[config.mk]
export PLATFORM = sky130hd
export DESIGN_NAME = instrDecoder
export DESIGN_NICKNAME = d
export VERILOG_FILES = /design/src/logic/isaPkg.sv /design/src/logic/memBusPkg.sv /design/src/logic/instrDecoder.sv
export SDC_FILE = /design/constraint.sdc
export NUM_CORES = 1
export LEC_CHECK = 0
export BUFFER_PORTS_ARGS = -buffer_cell sky130_fd_sc_hd__clkbuf_2
export CORE_UTILIZATION = 43
export DETAILED_ROUTE_END_ITERATION = 8
export GPL_TIMING_DRIVEN = 0
export PLACE_DENSITY_LB_ADDON = 0.25
export SLEW_MARGIN = 5
export SYNTH_ARGS = -nofsm -noshare
export SYNTH_HDL_FRONTEND = slang
export SYNTH_SLANG_ARGS = --single-unit
[constraint.sdc]
create_clock -name clk -period 1 [get_ports clk]
set_input_delay 0.05 -clock clk [delete_from_list [all_inputs] [get_ports clk]]
set_output_delay 0.05 -clock clk [all_outputs]
set_load 0.02 [all_outputs]
[src/logic/isaPkg.sv]
package isaPkg;

  localparam int RegCount = 64;                      // Flat file, no register window
  typedef logic [$clog2(RegCount)-1:0] regAddrT;

  localparam regAddrT StackPointerReg = 6'd0;
  localparam regAddrT FlagsReg = 6'd1;

  // Bit positions inside the flags register
  localparam int FlagEqualBit = 0;
  localparam int FlagLessBit = 1;
  localparam int FlagGreaterBit = 2;

  // Kept contiguous from Stall to DoutR, decoder relies on it
  typedef enum logic [7:0] {
    Stall    = 8'h00,
    MovRC    = 8'h01, MovRR    = 8'h02, MovRdC   = 8'h03, MovRdRo  = 8'h04,
    MovdCR   = 8'h05, MovdRoR  = 8'h06,
    PushR    = 8'h07, PopR     = 8'h08, CallR    = 8'h09, Ret      = 8'h0a,
    CmpRR    = 8'h0b, CmpRC    = 8'h0c, CmpLtRRR = 8'h0d,
    JmpC     = 8'h0e, JeC      = 8'h0f, JneC     = 8'h10, JzRC     = 8'h11,
    JnzRC    = 8'h12,
    AddRRR   = 8'h13, AddRRC   = 8'h14, SubRRR   = 8'h15, SubRRC   = 8'h16,
    IncR     = 8'h17, DecR     = 8'h18, ShlRRR   = 8'h19, ShrRRR   = 8'h1a,
    NegRR    = 8'h1b,
    DoutR    = 8'h1c
  } opcodeT;

  typedef struct packed {
    opcodeT  opcode;
    regAddrT regA;                                   // Destination for most ops
    regAddrT regB;
    regAddrT regC;
    logic    eightByte;                              // Data word follows at ip + 4
    logic    memAccess;                              // One data read or write
  } decodedT;

  // Opcodes carrying a constant or address in the following word
  function automatic logic isEightByte(opcodeT op);
    return op inside {MovRC, MovRdC, MovRdRo, MovdCR, MovdRoR, CmpRC, JmpC, JeC, JneC,
                      JzRC, JnzRC, AddRRC, SubRRC};
  endfunction

  // Opcodes that touch data memory, stack ops included
  function automatic logic isMemAccess(opcodeT op);
    return op inside {MovRdC, MovRdRo, MovdCR, MovdRoR, PushR, PopR, CallR, Ret};
  endfunction

endpackage

[src/logic/memBusPkg.sv]
package memBusPkg;

  localparam int WordWidth = 32;
  typedef logic [WordWidth-1:0] wordT;

  localparam wordT WordBytes = 32'd4;                // Byte step between words

  // One-cycle strobes, never read and write together
  typedef struct packed {
    logic read;
    logic write;
    wordT address;                                   // Byte address, word aligned
    wordT writeData;
  } memReqT;

  // Value shown by DoutR
  typedef struct packed {
    logic valid;                                     // Single cycle at writeback
    wordT value;
  } debugOutT;

endpackage

[src/logic/instrDecoder.sv]
module instrDecoder
  import isaPkg::*, memBusPkg::*;
(
  input  logic    clk,
  input  logic    reset,
  input  wordT    ramIn,
  input  logic    capture,
  output decodedT decoded
);

  opcodeT fetchedOp;
  logic   stackOp;

  // Anything past the last opcode becomes Stall
  always_comb begin
    if (ramIn[7:0] > 8'(DoutR)) begin
      fetchedOp = Stall;
    end else begin
      fetchedOp = opcodeT'(ramIn[7:0]);
    end
  end

  // Stack ops see the stack pointer through port B
  assign stackOp = fetchedOp inside {PushR, PopR, CallR, Ret};

  always_ff @(posedge clk or posedge reset) begin
    if (reset) begin
      decoded <= '0;                                 // Stall, all fields zero
    end else if (capture) begin
      decoded.opcode <= fetchedOp;
      decoded.regA <= ramIn[13:8];                   // Low six bits of each byte
      decoded.regB <= stackOp ? StackPointerReg : ramIn[21:16];
      decoded.regC <= ramIn[29:24];
      decoded.eightByte <= isEightByte(fetchedOp);
      decoded.memAccess <= isMemAccess(fetchedOp);
    end
  end

  // Decoded opcode always a legal one
  assert property (@(posedge clk) disable iff (reset)
    capture |=> (decoded.opcode <= DoutR));

endmodule

==> metrics.txt, run 1 <==
Top reg by flops decoded; clock-pin slew on the worst setup and hold paths 140 ps; Peak VDD IR 0.828 mV; n_diodes 0; Final nets 216; via/cell ratio 4.73; CP Cell Sequence clkbuf_2; Yosys reg bits 28; Placed Instances approximately 190; final core area utilization 66.8%; post-layout min period 947 ps; CORE AREA roughly 2500 um^2; setup slack, reg-to-reg 200 ps; Syn Nets 138; top cells by area, synth dfrtp_1 60%, o22ai_1 7.0%, mux2_1 6.7%; clock tree buffer depth 2; crit path launch type register; Largest register FFs 28; CTS tree yes; distinct cell type count of the synthesized netlist 20; Setup Skew 0 ps; Bufs and invs on worst path 1; pre-CTS worst setup slack -28.7 ps; Least-Margin Pin Slew 1030 ps; drt first pass iters 4; wire per inst 12.0 um; gr usage total 19.3%; Rel. slew slack 31.3%; clk sinks 28; Fin Hold WS -62.1 ps; Leakage around 0.85 nW; initial antenna violation count 0; Max stage delay on crit path around 420 ps; Post-Layout Cell Count 209; drt total wl 2.51 mm; Detailed Route Iter0 Violations 9; Area after DPL 1480 um^2; achievable clock frequency between 1000 and 1500 MHz; slowest CP cell dfrtp_1; Worst Path Arrival 900 ps; first-pass GRT wire length between 3 and 4 mm; total negative slack 0 ps; share of cells above drive strength 1 between 30% and 40%; element type at the critical path end output port; total area of sequential cells 701 um^2; final instance area around 1700 um^2; CP max FO 2; drt drc 0; Gate Count Post-Synth 103; reg2reg end decoded[17]$_DFFE_PP0P_; highest-count cells in the layout ignoring fill and taps 55 x clkbuf_2, 28 x dfrtp_1, 18 x dlygate4sd3_1, 15 x inv_1, 14 x nand2_1; sequential fraction of the synthesis area 60.0%; Area growth syn-to-layout 44.1%; DP Wirelength 1.79 mm; most common cell after layout, fill and taps aside clkbuf_2; CP top delay family flip-flops; Initial Utilization 46.3%; syn avg cell area 11.3 um^2; DRT antenna net count 0; worst skew pair latency roughly 310 ps; IO Count 63; TritonCTS buffer count 3; RSZ-0062 raised after global routing false; FF-to-FF path depth 1; final period utilization between 90% and 100%; Critical Path RT between 900 and 1000 ps; PnR worst setup slack 53.5 ps; GP Congestion 0.721; clock root buffer clkbuf_4; failing checks negative hold slack; vias in the first global route 915; number of setup buffers added after CTS 0; H-tree depth 1; Synth area leader dfrtp_1; Post-Syn Area 1170 um^2; die extent in y 54.1 um; Core Rows 18; Hold Vio Cnt, Final 28; status complete, but fails checks; RR Startpoint decoded[17]$_DFFE_PP0P_; total congestion overflow 0; largest registers decoded x28; Die Area slightly below 3000 um^2; HP Class in -> async; Filler Cells Inserted 188; post-synth top area share 60.0%; largest net degree at the start of global routing 29; total chip power 2.18 mW; vias 988; number of port buffers between 50 and 60; YS warnings 0; Multi-input gate area 389 um^2; Final Max Tran Viols 0; Final Setup Violations 0; WS Path Type reg -> out; Power Density 1290 nW/um^2; Chip Width 54.1 um; # Max-Cap Violations 0
-- layout make-up --
cell class	count	share of cell area, %
timing repair buffer	73	27.0
buffer	5	1.34
sequential	28	41.6
tap	30	2.23
multi-input combinational	55	23.1
clock buffer	3	1.34
inverter	15	3.34
-- cell families (layout without fill, tap and decap cells) --
group	after synthesis	after routing	synth area share, %
buffers and inverters	20	96	6.74
AOI/OAI and AO/OA	19	19	11.5
and+or+nand+nor	23	23	9.53
muxes	12	12	11.6
DFF	28	28	60.0
xor gates and xnor gates	1	1	0.750
-- synth_stat cells --
cell        n
nor2_1      1
buf_2       3
inv_1      15
nand4b_1    1
dfrtp_1    28
nor4_2      1
o21ai_0     1
o211ai_1    2
nor3_1      1
nand2_1    14
a21boi_4    1
o22ai_1    13
mux2_2      5
nor2b_1     3
mux2_1      7
xnor2_1     1
o2111ai_1   1
clkbuf_1    2
a21oi_1     1
nand3_1     2
-- per-layer routing --
metal	vias to the layer above	wire length [um]	global-route usage (%)
met5	-	0	0
met4	0	27	10.3
met3	2	127	1.98
met2	35	1280	32.7
met1	450	1070	24.0
li1	501	-	-
-- power breakdown --
part	total (mW)	leakage (nW)	switching, mW	internal, mW
Combinational	0.486	0.481	0.273	0.213
Sequential	1.25	0.352	0.0371	1.21
Clock	0.446	0.0138	0.305	0.141
Total	2.18	0.846	0.615	1.57
-- timing repair --
| action | CTS | global route |
|---|---|---|
| endpoints found under the setup margin | 0 | 0 |
| endpoints found under the hold margin | 46 | 0 |
| hold buffers | 18 | 0 |
| resized for setup | 0 | 0 |
-- worst max path at each step --
stage / start / endpoint / cells after the start
final: decoded[1]$_DFFE_PP0P_ / decoded[1] / 1
after detailed placement: ramIn[1] / decoded[10]$_DFFE_PP0P_ / 5
after global routing: decoded[26]$_DFFE_PP0P_ / decoded[26] / 1
after CTS: decoded[1]$_DFFE_PP0P_ / decoded[1] / 1
after floorplan: decoded[15]$_DFFE_PP0P_ / decoded[15]$_DFFE_PP0P_ / 1
after global placement: ramIn[1] / decoded[11]$_DFFE_PP0P_ / 5
(Power assumes the default switching activity.)
==> run 2, diff against run 1 <==
--- a/config.mk
+++ b/config.mk
@@ -6,6 +6,7 @@
 export NUM_CORES = 1
 export LEC_CHECK = 0
 export BUFFER_PORTS_ARGS = -buffer_cell sky130_fd_sc_hd__clkbuf_2
+export CORE_ASPECT_RATIO = 1.25
 export CORE_UTILIZATION = 43
 export DETAILED_ROUTE_END_ITERATION = 8
 export GPL_TIMING_DRIVEN = 0
==> run 2 against run 1 <==
Compared with the run above:
- the run still ends with negative hold slack left
- core utilization up 0.68 points
- cell area is 0.22% higher
- sequential share of layout area is 0.092 points lower
- largest cell class unchanged
- largest power group unchanged
==> metrics.txt, run 2 (synthesized netlist as in run 1, its figures left out) <==
Area after DPL 1490 um^2 (was 1480 um^2); Rel. slew slack 31.9% (was 31.3%); Bufs and invs on worst path 1 (unchanged); Final Max Tran Viols 0 (unchanged); clock tree buffer depth 2 (unchanged); Leakage 0.846 nW (unchanged); HP Class in -> async (unchanged); hold buffer count at CTS 18 (unchanged); clock root buffer clkbuf_4 (unchanged); largest registers decoded x28 (unchanged); Power Density 1290 nW/um^2 (about the same); clock-pin slew on the worst setup and hold paths 140 ps (about the same); Final nets 216 (unchanged); Core Rows 20 (was 18); Placed Instances 191 (was 188); CTS tree yes (unchanged); Least-Margin Pin Slew 1020 ps (was 1030 ps); first-pass GRT wire length 4.36 mm (was 3.95 mm); achievable clock frequency 1040 MHz (was 1060 MHz); Area growth syn-to-layout 44.4% (was 44.1%); status complete, but fails checks (unchanged); Worst Path Arrival 910 ps (was 900 ps); Detailed Route Iter0 Violations 24 (was 9); DP Wirelength 1.87 mm (was 1.79 mm); most common cell after layout, fill and taps aside clkbuf_2 (unchanged); Clk network pwr share 20.4% (was 20.5%); Seq pwr share 57.3% (about the same); failing checks negative hold slack (unchanged); via/cell ratio 4.92 (was 4.73); WS Path Type reg -> out (unchanged); total negative slack 0 ps (unchanged); Initial Utilization 46.7% (was 46.3%); highest-count cells in the layout ignoring fill and taps 55 x clkbuf_2, 28 x dfrtp_1, 18 x dlygate4sd3_1, 15 x inv_1, 14 x nand2_1 (unchanged); RSZ-0062 raised after global routing false (unchanged); number of setup buffers added after CTS 0 (unchanged); reg2reg end decoded[5]$_DFFE_PP0P_ (was decoded[17]$_DFFE_PP0P_); Top reg by flops decoded (unchanged); final instance area 1690 um^2 (was 1680 um^2); vias 1043 (was 988); Psw 0.619 mW (was 0.615 mW); CP Cell Sequence clkbuf_2 (unchanged); post-CTS resize count 0 (unchanged); slowest CP cell dfrtp_1 (unchanged); die extent in y 60.3 um (was 54.1 um); CP top delay family flip-flops (unchanged); final period utilization 96.1% (was 94.7%); FF-to-FF path depth 1 (unchanged); Sw Share 28.3% (was 28.2%); gr usage total 20.0% (was 19.3%); vias in the first global route 1001 (was 915); number of port buffers 55 (unchanged); drt drc 0 (unchanged); drt total wl 2.65 mm (was 2.51 mm); Peak VDD IR 0.918 mV (was 0.828 mV); drt first pass iters 4 (unchanged); wire per inst 12.5 um (was 12.0 um); TritonCTS buffer count 3 (unchanged); CP endpoint decoded[25] (was decoded[1]); total congestion overflow 0 (unchanged); n_diodes 0 (unchanged); Post-Layout Cell Count 212 (was 209); element type at the critical path end output port (unchanged); largest net degree at the start of global routing 29 (unchanged); Comb pwr share 22.3% (about the same); setup slack, reg-to-reg 210 ps (was 200 ps); clk sinks 28 (unchanged); Die Area 2930 um^2 (about the same); Largest register FFs 28 (unchanged); Final Setup Violations 0 (unchanged); crit path from decoded[25]$_DFFE_PP0P_ (was decoded[1]$_DFFE_PP0P_); worst skew pair latency 320 ps (was 310 ps); Fin Hold WS -74.1 ps (was -62.1 ps); Hold Vio Cnt, Final 28 (unchanged); Chip Width 48.6 um (was 54.1 um); Max stage delay on crit path 420 ps (about the same); post-layout min period 961 ps (was 947 ps); GP Congestion 0.720 (was 0.721); initial antenna violation count 0 (unchanged); CP max FO 2 (unchanged); H-tree depth 1 (unchanged); DRT antenna net count 0 (unchanged); crit path launch type register (unchanged); Setup Skew 0 ps (unchanged); Critical Path RT 950 ps (about the same); internal power 1.57 mW (about the same); IO Count 63 (unchanged); # Max-Cap Violations 0 (unchanged); RR Startpoint decoded[5]$_DFFE_PP0P_ (was decoded[17]$_DFFE_PP0P_); share of cells above drive strength 1 38.0% (unchanged); WP depth 1 (unchanged); CORE AREA 2500 um^2 (was 2520 um^2)
-- run 2: how the worst min path moves through the flow --
stage	to	cells past startpoint	slack, ps
final	decoded[25]$_DFFE_PP0P_	2	-70
after global routing	decoded[26]$_DFFE_PP0P_	2	30
after CTS	decoded[26]$_DFFE_PP0P_	2	-40
after detailed placement	decoded[6]$_DFFE_PP0P_	2	280
after global placement	decoded[15]$_DFFE_PP0P_	2	270
after floorplan	decoded[0]$_DFFE_PP0P_	1	120
-- run 2: area by class of cell --
class                   count  area [um^2]
well taps                  33         41.3
flip-flops and latches     28          701
repair buffers             73          455
inverters                  15         56.3
fillers                   214          815
clock buffers               3         22.5
multi-input cells          55          389
plain buffers               5         22.5
-- run 2: per-stage QoR --
step                util, %  power (mW)  setup WS [ps]
finish                 67.5        2.18           38.7
CTS                    67.5        2.20           48.1
floorplan                 -        1.52            154
global placement       59.4        1.69           10.4
detailed placement     59.4        1.71          -29.1
global route           67.5        2.29           12.2
-- run 2: power groups by stage --
| stage | clock, mW | combinational [mW] | sequential [mW] |
|---|---|---|---|
| global placement | 0 | 0.422 | 1.27 |
| CTS | 0.457 | 0.490 | 1.25 |
| detailed placement | 0 | 0.435 | 1.27 |
| finish | 0.445 | 0.487 | 1.25 |
| floorplan | 0 | 0.148 | 1.37 |
| global route | 0.491 | 0.535 | 1.26 |
-- run 2: per-layer routing --
layer	share of wire [%]	up-vias	wire length, um	GRT usage, %
met4	1.1	0	28	8.82
li1	-	500	-	-
met1	40	494	1070	21.7
met3	4.8	4	126	2.80
met2	54	45	1420	38.7
met5	0	-	0	0
