===== config.mk =====
export PLATFORM = sky130hd
export DESIGN_NAME = cpuSequencer
export DESIGN_NICKNAME = d
export VERILOG_FILES = /design/src/logic/isaPkg.sv /design/src/logic/memBusPkg.sv /design/src/logic/cpuSequencer.sv
export SDC_FILE = /design/constraint.sdc
export NUM_CORES = 1
export LEC_CHECK = 0
export BUFFER_PORTS_ARGS = -buffer_cell sky130_fd_sc_hd__buf_2
export CORE_AREA = 10 10 207 209
export CTS_CLUSTER_DIAMETER = 200
export DETAILED_ROUTE_END_ITERATION = 6
export DIE_AREA = 0 0 217 219
export MAX_ROUTING_LAYER = met4
export SLEW_MARGIN = 0
export SYNTH_ARGS = -nofsm -noshare
export SYNTH_HDL_FRONTEND = slang
export SYNTH_SLANG_ARGS = --single-unit
export TNS_END_PERCENT = 30

===== constraint.sdc =====
create_clock -name clk -period 8 [get_ports clk]
set_input_delay 0.4 -clock clk [delete_from_list [all_inputs] [get_ports clk]]
set_output_delay 0.4 -clock clk [all_outputs]
set_load 0.02 [all_outputs]

===== src/logic/isaPkg.sv =====
package isaPkg;

  localparam int RegCount = 64;                      // Flat file, no register window
  typedef logic [$clog2(RegCount)-1:0] regAddrT;

  localparam regAddrT StackPointerReg = 6'd0;
  localparam regAddrT FlagsReg = 6'd1;

  // Bit positions inside the flags register
  localparam int FlagEqualBit = 0;
  localparam int FlagLessBit = 1;
  localparam int FlagGreaterBit = 2;

  // Kept contiguous from Stall to DoutR, decoder relies on it
  typedef enum logic [7:0] {
    Stall    = 8'h00,
    MovRC    = 8'h01, MovRR    = 8'h02, MovRdC   = 8'h03, MovRdRo  = 8'h04,
    MovdCR   = 8'h05, MovdRoR  = 8'h06,
    PushR    = 8'h07, PopR     = 8'h08, CallR    = 8'h09, Ret      = 8'h0a,
    CmpRR    = 8'h0b, CmpRC    = 8'h0c, CmpLtRRR = 8'h0d,
    JmpC     = 8'h0e, JeC      = 8'h0f, JneC     = 8'h10, JzRC     = 8'h11,
    JnzRC    = 8'h12,
    AddRRR   = 8'h13, AddRRC   = 8'h14, SubRRR   = 8'h15, SubRRC   = 8'h16,
    IncR     = 8'h17, DecR     = 8'h18, ShlRRR   = 8'h19, ShrRRR   = 8'h1a,
    NegRR    = 8'h1b,
    DoutR    = 8'h1c
  } opcodeT;

  typedef struct packed {
    opcodeT  opcode;
    regAddrT regA;                                   // Destination for most ops
    regAddrT regB;
    regAddrT regC;
    logic    eightByte;                              // Data word follows at ip + 4
    logic    memAccess;                              // One data read or write
  } decodedT;

  // Opcodes carrying a constant or address in the following word
  function automatic logic isEightByte(opcodeT op);
    return op inside {MovRC, MovRdC, MovRdRo, MovdCR, MovdRoR, CmpRC, JmpC, JeC, JneC,
                      JzRC, JnzRC, AddRRC, SubRRC};
  endfunction

  // Opcodes that touch data memory, stack ops included
  function automatic logic isMemAccess(opcodeT op);
    return op inside {MovRdC, MovRdRo, MovdCR, MovdRoR, PushR, PopR, CallR, Ret};
  endfunction

endpackage


===== src/logic/memBusPkg.sv =====
package memBusPkg;

  localparam int WordWidth = 32;
  typedef logic [WordWidth-1:0] wordT;

  localparam wordT WordBytes = 32'd4;                // Byte step between words

  // One-cycle strobes, never read and write together
  typedef struct packed {
    logic read;
    logic write;
    wordT address;                                   // Byte address, word aligned
    wordT writeData;
  } memReqT;

  // Value shown by DoutR
  typedef struct packed {
    logic valid;                                     // Single cycle at writeback
    wordT value;
  } debugOutT;

endpackage


===== src/logic/cpuSequencer.sv =====
module cpuSequencer
  import isaPkg::*, memBusPkg::*;
(
  input  logic     clk,
  input  logic     reset,
  input  wordT     ramIn,
  input  decodedT  decoded,
  input  memReqT   execReq,
  input  wordT     ipNext,
  input  wordT     regA,
  input  wordT     regB,
  input  wordT     regC,
  output wordT     operandA,
  output wordT     operandB,
  output wordT     operandC,
  output wordT     dataWord,
  output wordT     loadValue,
  output wordT     ipointer,
  output logic     capture,
  output memReqT   memReq,
  output logic     writeback,
  output debugOutT debugOut
);

  typedef enum logic [3:0] {
    Fetch, FetchWait, Decode, RegRead,
    DataWait, DataCapture,
    MemRequest, MemWait, MemCapture,
    Writeback
  } modeT;

  modeT mode;

  always_ff @(posedge clk or posedge reset) begin
    if (reset) begin
      mode <= Fetch;
      ipointer <= '0;
      memReq <= '0;
    end else begin
      memReq.read <= 1'b0;                           // Strobes last one cycle
      memReq.write <= 1'b0;
      case (mode)
        Fetch: begin
          memReq.read <= 1'b1;                       // Instruction word
          memReq.address <= ipointer;
          mode <= FetchWait;
        end
        FetchWait: mode <= Decode;
        Decode:    mode <= RegRead;                  // Decoder captures here
        RegRead: begin
          if (decoded.eightByte) begin
            memReq.read <= 1'b1;                     // Data word behind opcode
            memReq.address <= ipointer + WordBytes;
            mode <= DataWait;
          end else if (decoded.memAccess) begin
            mode <= MemRequest;
          end else begin
            mode <= Writeback;
          end
        end
        DataWait:    mode <= DataCapture;
        DataCapture: mode <= decoded.memAccess ? MemRequest : Writeback;
        MemRequest: begin
          memReq <= execReq;                         // Address and data from execute
          mode <= MemWait;
        end
        MemWait:    mode <= MemCapture;
        MemCapture: mode <= Writeback;
        Writeback: begin
          ipointer <= ipNext;
          mode <= Fetch;
        end
        default: mode <= Fetch;
      endcase
    end
  end

  // Operand and data latches
  always_ff @(posedge clk) begin
    if (mode == RegRead) begin
      operandA <= regA;
      operandB <= regB;
      operandC <= regC;
    end
    if (mode == DataCapture) begin
      dataWord <= ramIn;
    end
    if (mode == MemCapture) begin
      loadValue <= ramIn;                            // Unused for stores
    end
  end

  assign capture = (mode == Decode);
  assign writeback = (mode == Writeback);            // Gates all register writes

  assign debugOut.valid = writeback && (decoded.opcode == DoutR);
  assign debugOut.value = operandA;

  assert property (@(posedge clk) disable iff (reset) !(memReq.read && memReq.write));

  // Stores only ever issued from MemRequest
  assert property (@(posedge clk) disable iff (reset)
    memReq.write |-> $past(mode == MemRequest));

endmodule


==> metrics.md, run 1 <==
| Metric | Value |
|---|---|
| Post-synth top cells | `edfxtp_1, nand2_1, dfrtp_1` |
| Top-count cell post-synth | `edfxtp_1` |
| Post-synth top flop | `edfxtp_1` |
| Ys async rst share | `38.9%` |
| Startpoint Class | `flip-flop` |
| Initial antenna violation count | `15` |
| Yosys top cell area share | `47.4%` |
| Detailed-routing iteration count for the pre-antenna-repair pass | `5` |
| Total setup buffers inserted after CTS | `0` |
| DRC errors left | `0` |
| Clock buffer depth | `3` |
| Vias | `8,377` |
| Initial Utilization | `26.3%` |
| Final Cycle Share | `41.0%` |
| Fillers | `3,740` |
| Core ar. | `38,600 sq um` |
| Die area | `47,500 sq um` |
| Total of max-cap violations | `0` |
| Cell taking the most area after synthesis | `edfxtp_1` |
| Mapped Cells | `734` |
| Slew Viols, Final | `0` |
| Worst-case vdd ir drop | `227 uV` |
| Worst endpoint data arrival time | `3.69 ns` |
| Post-CTS resize count | `0` |
| Vias/cell | `4.40` |
| CP max-delay cell | `buf_4` |
| Critical path endpoint category | `flip-flop` |
| Least-Margin Pin Slew | `1.06 ns` |
| Clk_lat worst skew | `0.57 ns` |
| CP cell instances | `nand4bb_1 -> buf_4 -> inv_4 -> buf_4 -> nor2_1 -> a221oi_1 -> o21ai_0` |
| Post-synth EDFFs | `160` |
| Clock skew | `0.0188 ns` |
| Drt total wl | `40.0 mm` |
| Hold slack | `0.0298 ns` |
| Wirelength per Cell | `21.0 microns` |
| Slowest Stage Delay on Critical Path | `0.85 ns` |
| Global route overflow | `0` |
| Largest cells by area after synthesis | `edfxtp_1, dfrtp_1, nand2_1, mux2_2, buf_4` |
| Most used cell, CP | `buf_4` |
| Share of cells above drive strength 1 | `45.7%` |
| Num CTS Buffers | `29` |
| Placed Instances | `1,723` |
| Yosys cell types | `57` |
| Post-synthesis sequential area ratio | `72.6%` |
| Post-Synth Adder-Cell Area | `0.124%` |
| CP Capture Point | `memReq[34]$_DFFE_PP0P_` |
| Mux contribution to synthesized area | `3.32%` |
| Clk root buf | `clkbuf_16` |
| Synth Net Count | `991` |
| Setup TNS Final | `0 ns` |
| Status | `complete, no violations` |
| Largest family of logic cells by synthesized area | `simple AND/OR/NAND/NOR gates` |
| RR Endpoint | `memReq[34]$_DFFE_PP0P_` |
| Worst reg-to-reg setup slack | `4.72 ns` |
| CTS tree | `yes` |
| Die W | `217 microns` |
| R2R Path Start | `mode[2]$_DFF_PP0_` |
| Area Growth Syn to Fin | `50.8%` |
| RSZ-0062 raised after global routing | `false` |
| Crit path from | `mode[2]$_DFF_PP0_` |
| Boundary pin count | `549` |
| Worst R2R Path Depth | `7` |
| Initial drt markers | `571` |
| Critical path class | `flip-flop to flip-flop` |
| Post-DP HPWL | `30.2 mm` |
| # rows | `72` |
| Global-route wire length before repair | `57.8 mm` |
| Largest net degree at the start of global routing | `86` |
| Post-synthesis xor/xnor area fraction | `1.12%` |
| Yosys Warn Count | `0` |
| Die Y-Extent | `219 microns` |
| Vias in the first global route | `8,881` |
| WP data required | `8.41 ns` |
| Simple-Gate Fraction of Synth Area | `11.5%` |
| Syn Area/Cell | `13.8 sq um` |
| Final ANT Viol Nets | `0` |
| Nets | `1,611` |
| Hold Path Class | `input port to flip-flop` |
| Final Hold Fails | `0` |
| Reg clk slew, reported paths | `0.06 ns` |
| Mapped cell area | `10,100 sq um` |
| PwrDens | `371 nW/um^2` |
| Final std cells w/o fill | `1,906` |
| CTS HTree Levels | `1` |
| Synth Register Bits | `262` |
| Gr usage total | `16.3%` |
| Max transition margin | `29.0%` |
| GPL Wtd Cong | `0.810` |
| Leak | `6.71 nW` |
| Tot Pwr | `0.00567 W` |
| Final setup violation count | `0` |
| Highest Clock Rate | `305 MHz` |
| Clock sinks | `262` |
| Synth Area in Compound Gates | `7.10%` |
| Port buffer count | `530` |
| Tmin final | `3.28 ns` |
| Worst-path maximum fanout | `85` |
-- metrics by stage --
stage / utilization (%) / area [sq um] / setup slack [ns]
floorplan: - / 10100 / 4.26
global placement: 34.1 / 13100 / 4.80
detailed placement: 34.1 / 13100 / 4.73
CTS: 39.5 / 15200 / 4.69
global route: 39.6 / 15300 / 4.37
finish: 39.6 / 15300 / 4.72
-- cell families (layout without fill, tap and decap cells) --
family | count (synthesis) | count (layout)
flip-flops | 262 | 262
AND/OR/NAND/NOR | 244 | 244
AO/OA/AOI/OAI | 107 | 107
buffers and inverters | 77 | 719
multiplexers | 30 | 30
XOR/XNOR | 13 | 13
adder cells (fa/ha/maj) | 1 | 1
other | 0 | 12
-- critical path: cells and delay by family (launching register included) --
family	cells	cell delay [ns]
AO/OA/AOI/OAI	2	0.40
buffers and inverters	3	1.51
AND/OR/NAND/NOR	2	0.52
flip-flops	1	0.59
-- registers in the layout (all words and copies together) (netlist names) --
register   cells
memReq        66
operandB      32
loadValue     32
operandC      32
operandA      32
mode           4
ipointer      32
dataWord      32
-- cell type report --
class	instances	area [sq um]	area share (%)
diodes	12	30.0	0.197
clock buffers	30	729	4.78
clock inverters	23	193	1.26
inverters	8	35.0	0.229
multi-input cells	395	2370	15.5
flip-flops and latches	262	7360	48.2
well taps	518	648	4.24
repair buffers	658	3910	25.6
-- how the worst min path moves through the flow --
stage          startpoint                endpoint  slack [ns]  depth (start not counted)
2_1_floorplan    ramIn[0]   dataWord[0]$_DFFE_PN_        0.50                          0
3_3_place_gp        reset  memReq[29]$_DFFE_PP0N_        0.45                          2
3_5_place_dp        reset  memReq[28]$_DFFE_PP0N_        0.46                          2
4_1_cts          regA[23]  operandA[23]$_DFFE_PP_      0.0001                          1
5_1_grt          regB[17]  operandB[17]$_DFFE_PP_       0.004                          1
6_report          regA[0]   operandA[0]$_DFFE_PP_        0.03                          1
-- metal layers --
metal	global-route usage, %	share of wire (%)	vias up
met4	5.59	2.6	0
met3	5.34	9.1	60
li1	-	-	3940
met1	17.2	37	4020
met2	28.1	51	357
met5	-	0	-
-- repair_timing --
item | CTS | global route
endpoints found under the hold margin | 175 | 1
setup endpoints to repair | 0 | 0
hold buffers | 117 | 1
-- power breakdown --
group / leakage, nW / switching (W) / internal, W
sequential: 2.70 / 0.000349 / 0.00192
combinational: 3.57 / 0.00140 / 0.000710
clock: 0.443 / 0.000558 / 0.000730
total: 6.71 / 0.00231 / 0.00336
-- placed cells by master (no fill, tap or decap), types with 7 or more instances in the layout --
cell type      instances
a21oi_1               14
dlygate4sd3_1        118
dfrtp_1              102
nand3_1               17
nand4_1                8
nor3_1                 9
clkbuf_16             29
xor2_1                 8
nor2_1                23
a31oi_1               17
edfxtp_1             160
diode_2               12
o21ai_0               26
buf_2                530
nand2_1              136
buf_4                 10
and3_1                13
o221ai_1               7
mux2_2                26
nor4_1                 7
Power figures use the tool's default switching activity.
==> run 2: changes to the inputs <==
--- a/config.mk
+++ b/config.mk
@@ -5,11 +5,12 @@
 export SDC_FILE = /design/constraint.sdc
 export NUM_CORES = 1
 export LEC_CHECK = 0
+export ABC_AREA = 1
 export BUFFER_PORTS_ARGS = -buffer_cell sky130_fd_sc_hd__buf_2
-export CORE_AREA = 10 10 207 209
+export CORE_AREA = 10 10 206 208
 export CTS_CLUSTER_DIAMETER = 200
 export DETAILED_ROUTE_END_ITERATION = 6
-export DIE_AREA = 0 0 217 219
+export DIE_AREA = 0 0 216 218
 export MAX_ROUTING_LAYER = met4
 export SLEW_MARGIN = 0
 export SYNTH_ARGS = -nofsm -noshare
==> constraint.sdc (replaced) <==
create_clock -name clk -period 3 [get_ports clk]
set_input_delay 0.15 -clock clk [delete_from_list [all_inputs] [get_ports clk]]
set_output_delay 0.15 -clock clk [all_outputs]
set_load 0.02 [all_outputs]
==> metrics.md, run 2 <==
| Metric | Value |
|---|---|
| Post-DP HPWL | `32.9 mm` |
| Post-synth top cells | `nand2_1, edfxtp_1, nor2_1` |
| Detailed-routing iteration count for the pre-antenna-repair pass | `5` |
| Syn Area/Cell | `11.2 sq um` |
| Least-Margin Pin Slew | `0.799 ns` |
| Startpoint Class | `flip-flop` |
| Post-synth top flop | `edfxtp_1` |
| Final setup violation count | `0` |
| Total setup buffers inserted after CTS | `0` |
| Largest cells by area after synthesis | `edfxtp_1, dfrtp_1, nand2_1, nor2_1, o21ai_0` |
| Top-count cell post-synth | `nand2_1` |
| Clock skew | `0.00988 ns` |
| Ys async rst share | `38.9%` |
| Num CTS Buffers | `29` |
| Slew Viols, Final | `0` |
| Yosys cell types | `25` |
| Die W | `216 microns` |
| Vias in the first global route | `9,963` |
| Global route overflow | `0` |
| Total of max-cap violations | `0` |
| Vias/cell | `4.37` |
| Die area | `47,100 sq um` |
| Final Hold Fails | `0` |
| Vias | `9,637` |
| GRT Max-Usage Layer | `met2` |
| Post-Place Worst Slack | `0.618 ns` |
| Largest register FFs | `66` |
| # rows | `72` |
| Yosys top cell area share | `46.9%` |
| Synth Register Bits | `262` |
| Initial antenna violation count | `9` |
| Yosys Warn Count | `0` |
| Most frequent cells in the layout | `buf_2, nand2_1, dlygate4sd3_1, edfxtp_1, nor2_1` |
| RSZ-0062 raised after global routing | `false` |
| CTS tree | `yes` |
| Met3 usage | `5.09%` |
| Met2 Use GR | `31.7%` |
| Critical path endpoint category | `flip-flop` |
| Final Cycle Share | `88.7%` |
| Reg clk slew, reported paths | `0.06 ns` |
| GPL Wtd Cong | `0.868` |
| Largest family of logic cells by synthesized area | `simple AND/OR/NAND/NOR gates` |
| Tot Pwr | `0.0159 W` |
| Tmin final | `2.66 ns` |
| Max transition margin | `46.7%` |
| Nets | `1,914` |
| Port buffer count | `530` |
| Synth Net Count | `1,174` |
| DRC errors left | `0` |
| Mux contribution to synthesized area | `0%` |
| Post-synthesis sequential area ratio | `71.8%` |
| Core ar. | `38,300 sq um` |
| Most common cell after layout, fill and taps aside | `buf_2` |
| Final std cells w/o fill | `2,203` |
| Clk root buf | `clkbuf_16` |
| Global-route wire length before repair | `64.2 mm` |
| Clk_lat worst skew | `0.55 ns` |
| Drt total wl | `44.1 mm` |
| Hold Path Class | `input port to flip-flop` |
| Largest net degree at the start of global routing | `76` |
| Placed Instances | `1,916` |
| Die Y-Extent | `218 microns` |
| CTS HTree Levels | `1` |
| Share of cells above drive strength 1 | `35.4%` |
| Final core occ | `43.3%` |
| Cell taking the most area after synthesis | `edfxtp_1` |
| Final ANT Viol Nets | `0` |
| Critical path class | `flip-flop to flip-flop` |
| PwrDens | `957 nW/um^2` |
| Post-synth EDFFs | `160` |
| Worst endpoint data arrival time | `3.15 ns` |
| Clock buffer depth | `3` |
| Status | `complete, no violations` |
| Simple-Gate Fraction of Synth Area | `16.5%` |
| Area Growth Syn to Fin | `61.8%` |
| Setup TNS Final | `0 ns` |
| Post-Synth Adder-Cell Area | `0.122%` |
| Post-synthesis xor/xnor area fraction | `0.0855%` |
| Worst-case vdd ir drop | `511 uV` |
| Mapped cell area | `10,200 sq um` |
| Mapped Cells | `917` |
| Leak | `7.42 nW` |
| Worst-path maximum fanout | `46` |
| WP data required | `3.49 ns` |
| Initial Utilization | `26.8%` |
| Met1 usage | `19.9%` |
| Boundary pin count | `549` |
| Highest Clock Rate | `376 MHz` |
| Wirelength per Cell | `20.0 microns` |
| Clock sinks | `262` |
| Initial drt markers | `817` |
| Gr usage total | `18.2%` |
| Post-route worst setup slack | `0.339 ns` |
| Synth Area in Compound Gates | `5.62%` |
| Reg with most FFs | `memReq` |
[run 2: cell families (layout without fill, tap and decap cells)]
| kind of cell | Yosys count | in the layout |
|---|---|---|
| and+or+nand+nor | 424 | 424 |
| buffers and inverters | 117 | 879 |
| adders and majority gates | 1 | 1 |
| other | 0 | 6 |
| AOI/OAI and AO/OA | 112 | 112 |
| xor gates and xnor gates | 1 | 1 |
| DFF | 262 | 262 |
[run 2: final cells by class]
type / count / area (sq um)
diodes: 6 / 15.0
clock buffers: 33 / 741
clock inverters: 20 / 239
fillers: 3587 / 21700
inverters: 57 / 219
multi-input cells: 538 / 2300
flip-flops and latches: 262 / 7360
well taps: 518 / 648
repair buffers: 769 / 5050
[run 2: per-layer routing]
layer  wire (microns)  up-vias
met5                0        -
met4             1230        0
met2            22800      451
li1                 -     4504
met3             3710       71
met1            16400     4611
[run 2: stage by stage]
stage	cell area, sq um	hold WS (ns)
after floorplan	10300	0.249
after global placement	13300	0.327
after detailed placement	13300	0.328
after CTS	16600	0.0118
after global routing	16600	0.0357
final	16600	0.0200
[run 2: path summary, 6_finish.rpt]
kind / start / endpoint / slack [ns] / cells after the start
worst min-delay path: execReq[42] / memReq[42]$_DFFE_PP0P_ / 0.02 / 5
worst max register to register: mode[3]$_DFF_PP0_ / memReq[65]$_DFF_PP0_ / 0.34 / 9
worst min register to register: memReq[9]$_DFFE_PP0N_ / memReq[9]$_DFFE_PP0N_ / 0.48 / 2
max in group asynchronous: reset / memReq[5]$_DFFE_PP0N_ / 1.95 / 4
worst max-delay path: mode[3]$_DFF_PP0_ / memReq[65]$_DFF_PP0_ / 0.34 / 9
min in group asynchronous: reset / memReq[56]$_DFFE_PP0P_ / 0.31 / 3
[run 2: worst max-delay path: stages, from the launching register on]
cell and delay [ns]:
dfrtp_1 0.41, inv_1 0.18, nand2_1 0.12, inv_1 0.09
nand2_1 0.32, inv_2 0.43, buf_12 0.29, nand2_1 0.08
o211ai_1 0.08, dlygate4sd3_1 0.56
[run 2: power by group]
group	internal, W	switching (W)	total, W
sequential	0.00513	0.000718	0.00585
combinational	0.00193	0.00441	0.00634
clock	0.00220	0.00148	0.00369
total	0.00926	0.00661	0.0159
[run 2: repair_timing]
| item | in CTS | in global routing |
|---|---|---|
| resized for setup | 0 | 0 |
| hold buffers | 228 | 0 |
| hold endpoints to repair | 317 | 0 |
| setup endpoints to repair | 0 | 0 |
==> run 3: changes to the inputs <==
--- a/config.mk
+++ b/config.mk
@@ -6,11 +6,11 @@
 export NUM_CORES = 1
 export LEC_CHECK = 0
 export ABC_AREA = 1
-export BUFFER_PORTS_ARGS = -buffer_cell sky130_fd_sc_hd__buf_2
-export CORE_AREA = 10 10 206 208
+export CORE_AREA = 10 10 203 205
 export CTS_CLUSTER_DIAMETER = 200
 export DETAILED_ROUTE_END_ITERATION = 6
-export DIE_AREA = 0 0 216 218
+export DIE_AREA = 0 0 213 215
+export DONT_BUFFER_PORTS = 1
 export MAX_ROUTING_LAYER = met4
 export SLEW_MARGIN = 0
 export SYNTH_ARGS = -nofsm -noshare
==> metrics.md, run 3 (same netlist as run 2, synthesis figures left out) <==
| Metric | Value |
|---|---|
| Hold Path Class | `input port to flip-flop` |
| Post-Place Worst Slack | `0.539 ns` |
| WP depth | `9` |
| R2R Path Start | `mode[3]$_DFF_PP0_` |
| Die Y-Extent | `215 microns` |
| GPL Wtd Cong | `0.871` |
| # rows | `71` |
| Core ar. | `37,200 sq um` |
| Worst-path maximum fanout | `27` |
| Clk_lat worst skew | `0.58 ns` |
| Most frequent cells in the layout | `nand2_1, dlygate4sd3_1, edfxtp_1, nor2_1, dfrtp_1` |
| CP max-delay cell | `dlygate4sd3_1` |
| DRC errors left | `0` |
| HP Start | `regB[1]` |
| Detailed-routing iteration count for the pre-antenna-repair pass | `7` |
| Area of the multi-input gates | `2300 sq um` |
| Vias in the first global route | `8,026` |
| Crit path from | `mode[3]$_DFF_PP0_` |
| Boundary pin count | `549` |
| Initial Utilization | `27.5%` |
| Critical path class | `flip-flop to flip-flop` |
| Total setup buffers inserted after CTS | `0` |
| Port buffer count | `0` |
| Final Cycle Share | `87.8%` |
| Gr usage total | `17.7%` |
| Leak | `5.37 nW` |
| Final std cells w/o fill | `1,640` |
| Critical path endpoint category | `flip-flop` |
| Final Hold Fails | `0` |
| Vias/cell | `4.79` |
| Max transition margin | `36.7%` |
| CP top delay family | `buffers and inverters` |
| Reg clk slew, reported paths | `0.06 ns` |
| RSZ-0062 raised after global routing | `false` |
| Share of cells above drive strength 1 | `6.23%` |
| Final setup violation count | `0` |
| CTS HTree Levels | `1` |
| Area Growth Syn to Fin | `36.2%` |
| Initial drt markers | `562` |
| Least-Margin Pin Slew | `0.950 ns` |
| Fillers | `3,519` |
| PwrDens | `1070 nW/um^2` |
| Initial antenna violation count | `16` |
| Slew Viols, Final | `0` |
| Nets | `1,391` |
| Bufs and invs on worst path | `5` |
| Highest Clock Rate | `380 MHz` |
| Vias | `7,848` |
| CTS tree | `yes` |
| Startpoint Class | `flip-flop` |
| Die W | `213 microns` |
| Die area | `45,800 sq um` |
| Clock skew | `0.0359 ns` |
| Most common cell after layout, fill and taps aside | `nand2_1` |
| Tmin final | `2.63 ns` |
| Largest net degree at the start of global routing | `112` |
| Drt total wl | `41.9 mm` |
| Largest register FFs | `66` |
| CP cell instances | `inv_1 -> nand2_1 -> inv_1 -> nand2_2 -> clkinv_2 -> buf_4 -> nand2_1 -> o211ai_1 -> dlygate4sd3_1` |
| Final ANT Viol Nets | `0` |
| Hold slack | `0.196 ns` |
| Post-route worst setup slack | `0.367 ns` |
| Wirelength per Cell | `25.5 microns` |
| Post-DP HPWL | `30.9 mm` |
| Total of max-cap violations | `0` |
| Storage cell area | `7360 sq um` |
| Worst-case vdd ir drop | `511 uV` |
| WP data required | `3.43 ns` |
| Clock sinks | `262` |
| Num CTS Buffers | `30` |
| Placed Instances | `1,345` |
| Tot Pwr | `0.0149 W` |
| Setup TNS Final | `0 ns` |
| Global-route wire length before repair | `57.5 mm` |
| Worst endpoint data arrival time | `3.06 ns` |
| Clock buffer depth | `3` |
| Reg with most FFs | `memReq` |
| Global route overflow | `0` |
| Status | `complete, no violations` |
| Clk root buf | `clkbuf_16` |
| Worst R2R Path Depth | `9` |
| Slowest Stage Delay on Critical Path | `0.56 ns` |
| Hold depth | `1` |
## run 3: final cells by class
class                           instances  area share, %
Clock inverter                         22           1.64
Multi-Input combinational cell        538           16.5
Sequential cell                       262           52.7
Clock buffer                           32           5.59
Inverter                               57           1.60
Timing Repair Buffer                  245           17.5
Tap cell                              474           4.25
Antenna cell                           10          0.179
## run 3: routing by layer
metal | GRT usage [%] | vias to the layer above | part of all wire [%]
met5 | - | - | 0
met4 | 6.02 | 0 | 2.9
met3 | 6.53 | 74 | 10
met2 | 31.5 | 479 | 53
met1 | 17.2 | 3836 | 34
li1 | - | 3459 | -
## run 3: path summary, 6_finish.rpt
path / to / slack, ns
worst max-delay path: memReq[65]$_DFF_PP0_ / 0.37
worst min register to register: memReq[24]$_DFFE_PP0N_ / 0.63
worst min-delay path: operandB[1]$_DFFE_PP_ / 0.20
min in group asynchronous: memReq[55]$_DFFE_PP0P_ / 0.31
max in group asynchronous: ipointer[6]$_DFFE_PP0P_ / 1.86
worst max register to register: memReq[65]$_DFF_PP0_ / 0.37
## run 3: power by group
part	total (W)	internal (W)	switching (W)
clock network	0.00375	0.00222	0.00152
logic	0.00335	0.00110	0.00225
registers	0.00779	0.00515	0.00263
total	0.0149	0.00848	0.00641
## run 3: through the flow
stage | area (sq um) | utilization [%]
after floorplan | 10300 | -
after global placement | 10600 | 28.5
after detailed placement | 10600 | 28.5
after CTS | 13900 | 37.4
after global routing | 14000 | 37.5
final | 14000 | 37.5
## run 3: timing repair
action                                 CTS  global route
hold buffers                           231             0
setup endpoints to repair                0             1
gates resized for setup                  0             2
endpoints found under the hold margin  333             0
## run 3: worst register-to-register path, cell delays in order, from the launching register on
cell and delay, ns:
dfrtp_1 0.41, inv_1 0.13, nand2_1 0.12, inv_1 0.08, nand2_2 0.31, clkinv_2 0.39, buf_4 0.36, nand2_1 0.09
o211ai_1 0.07, dlygate4sd3_1 0.56
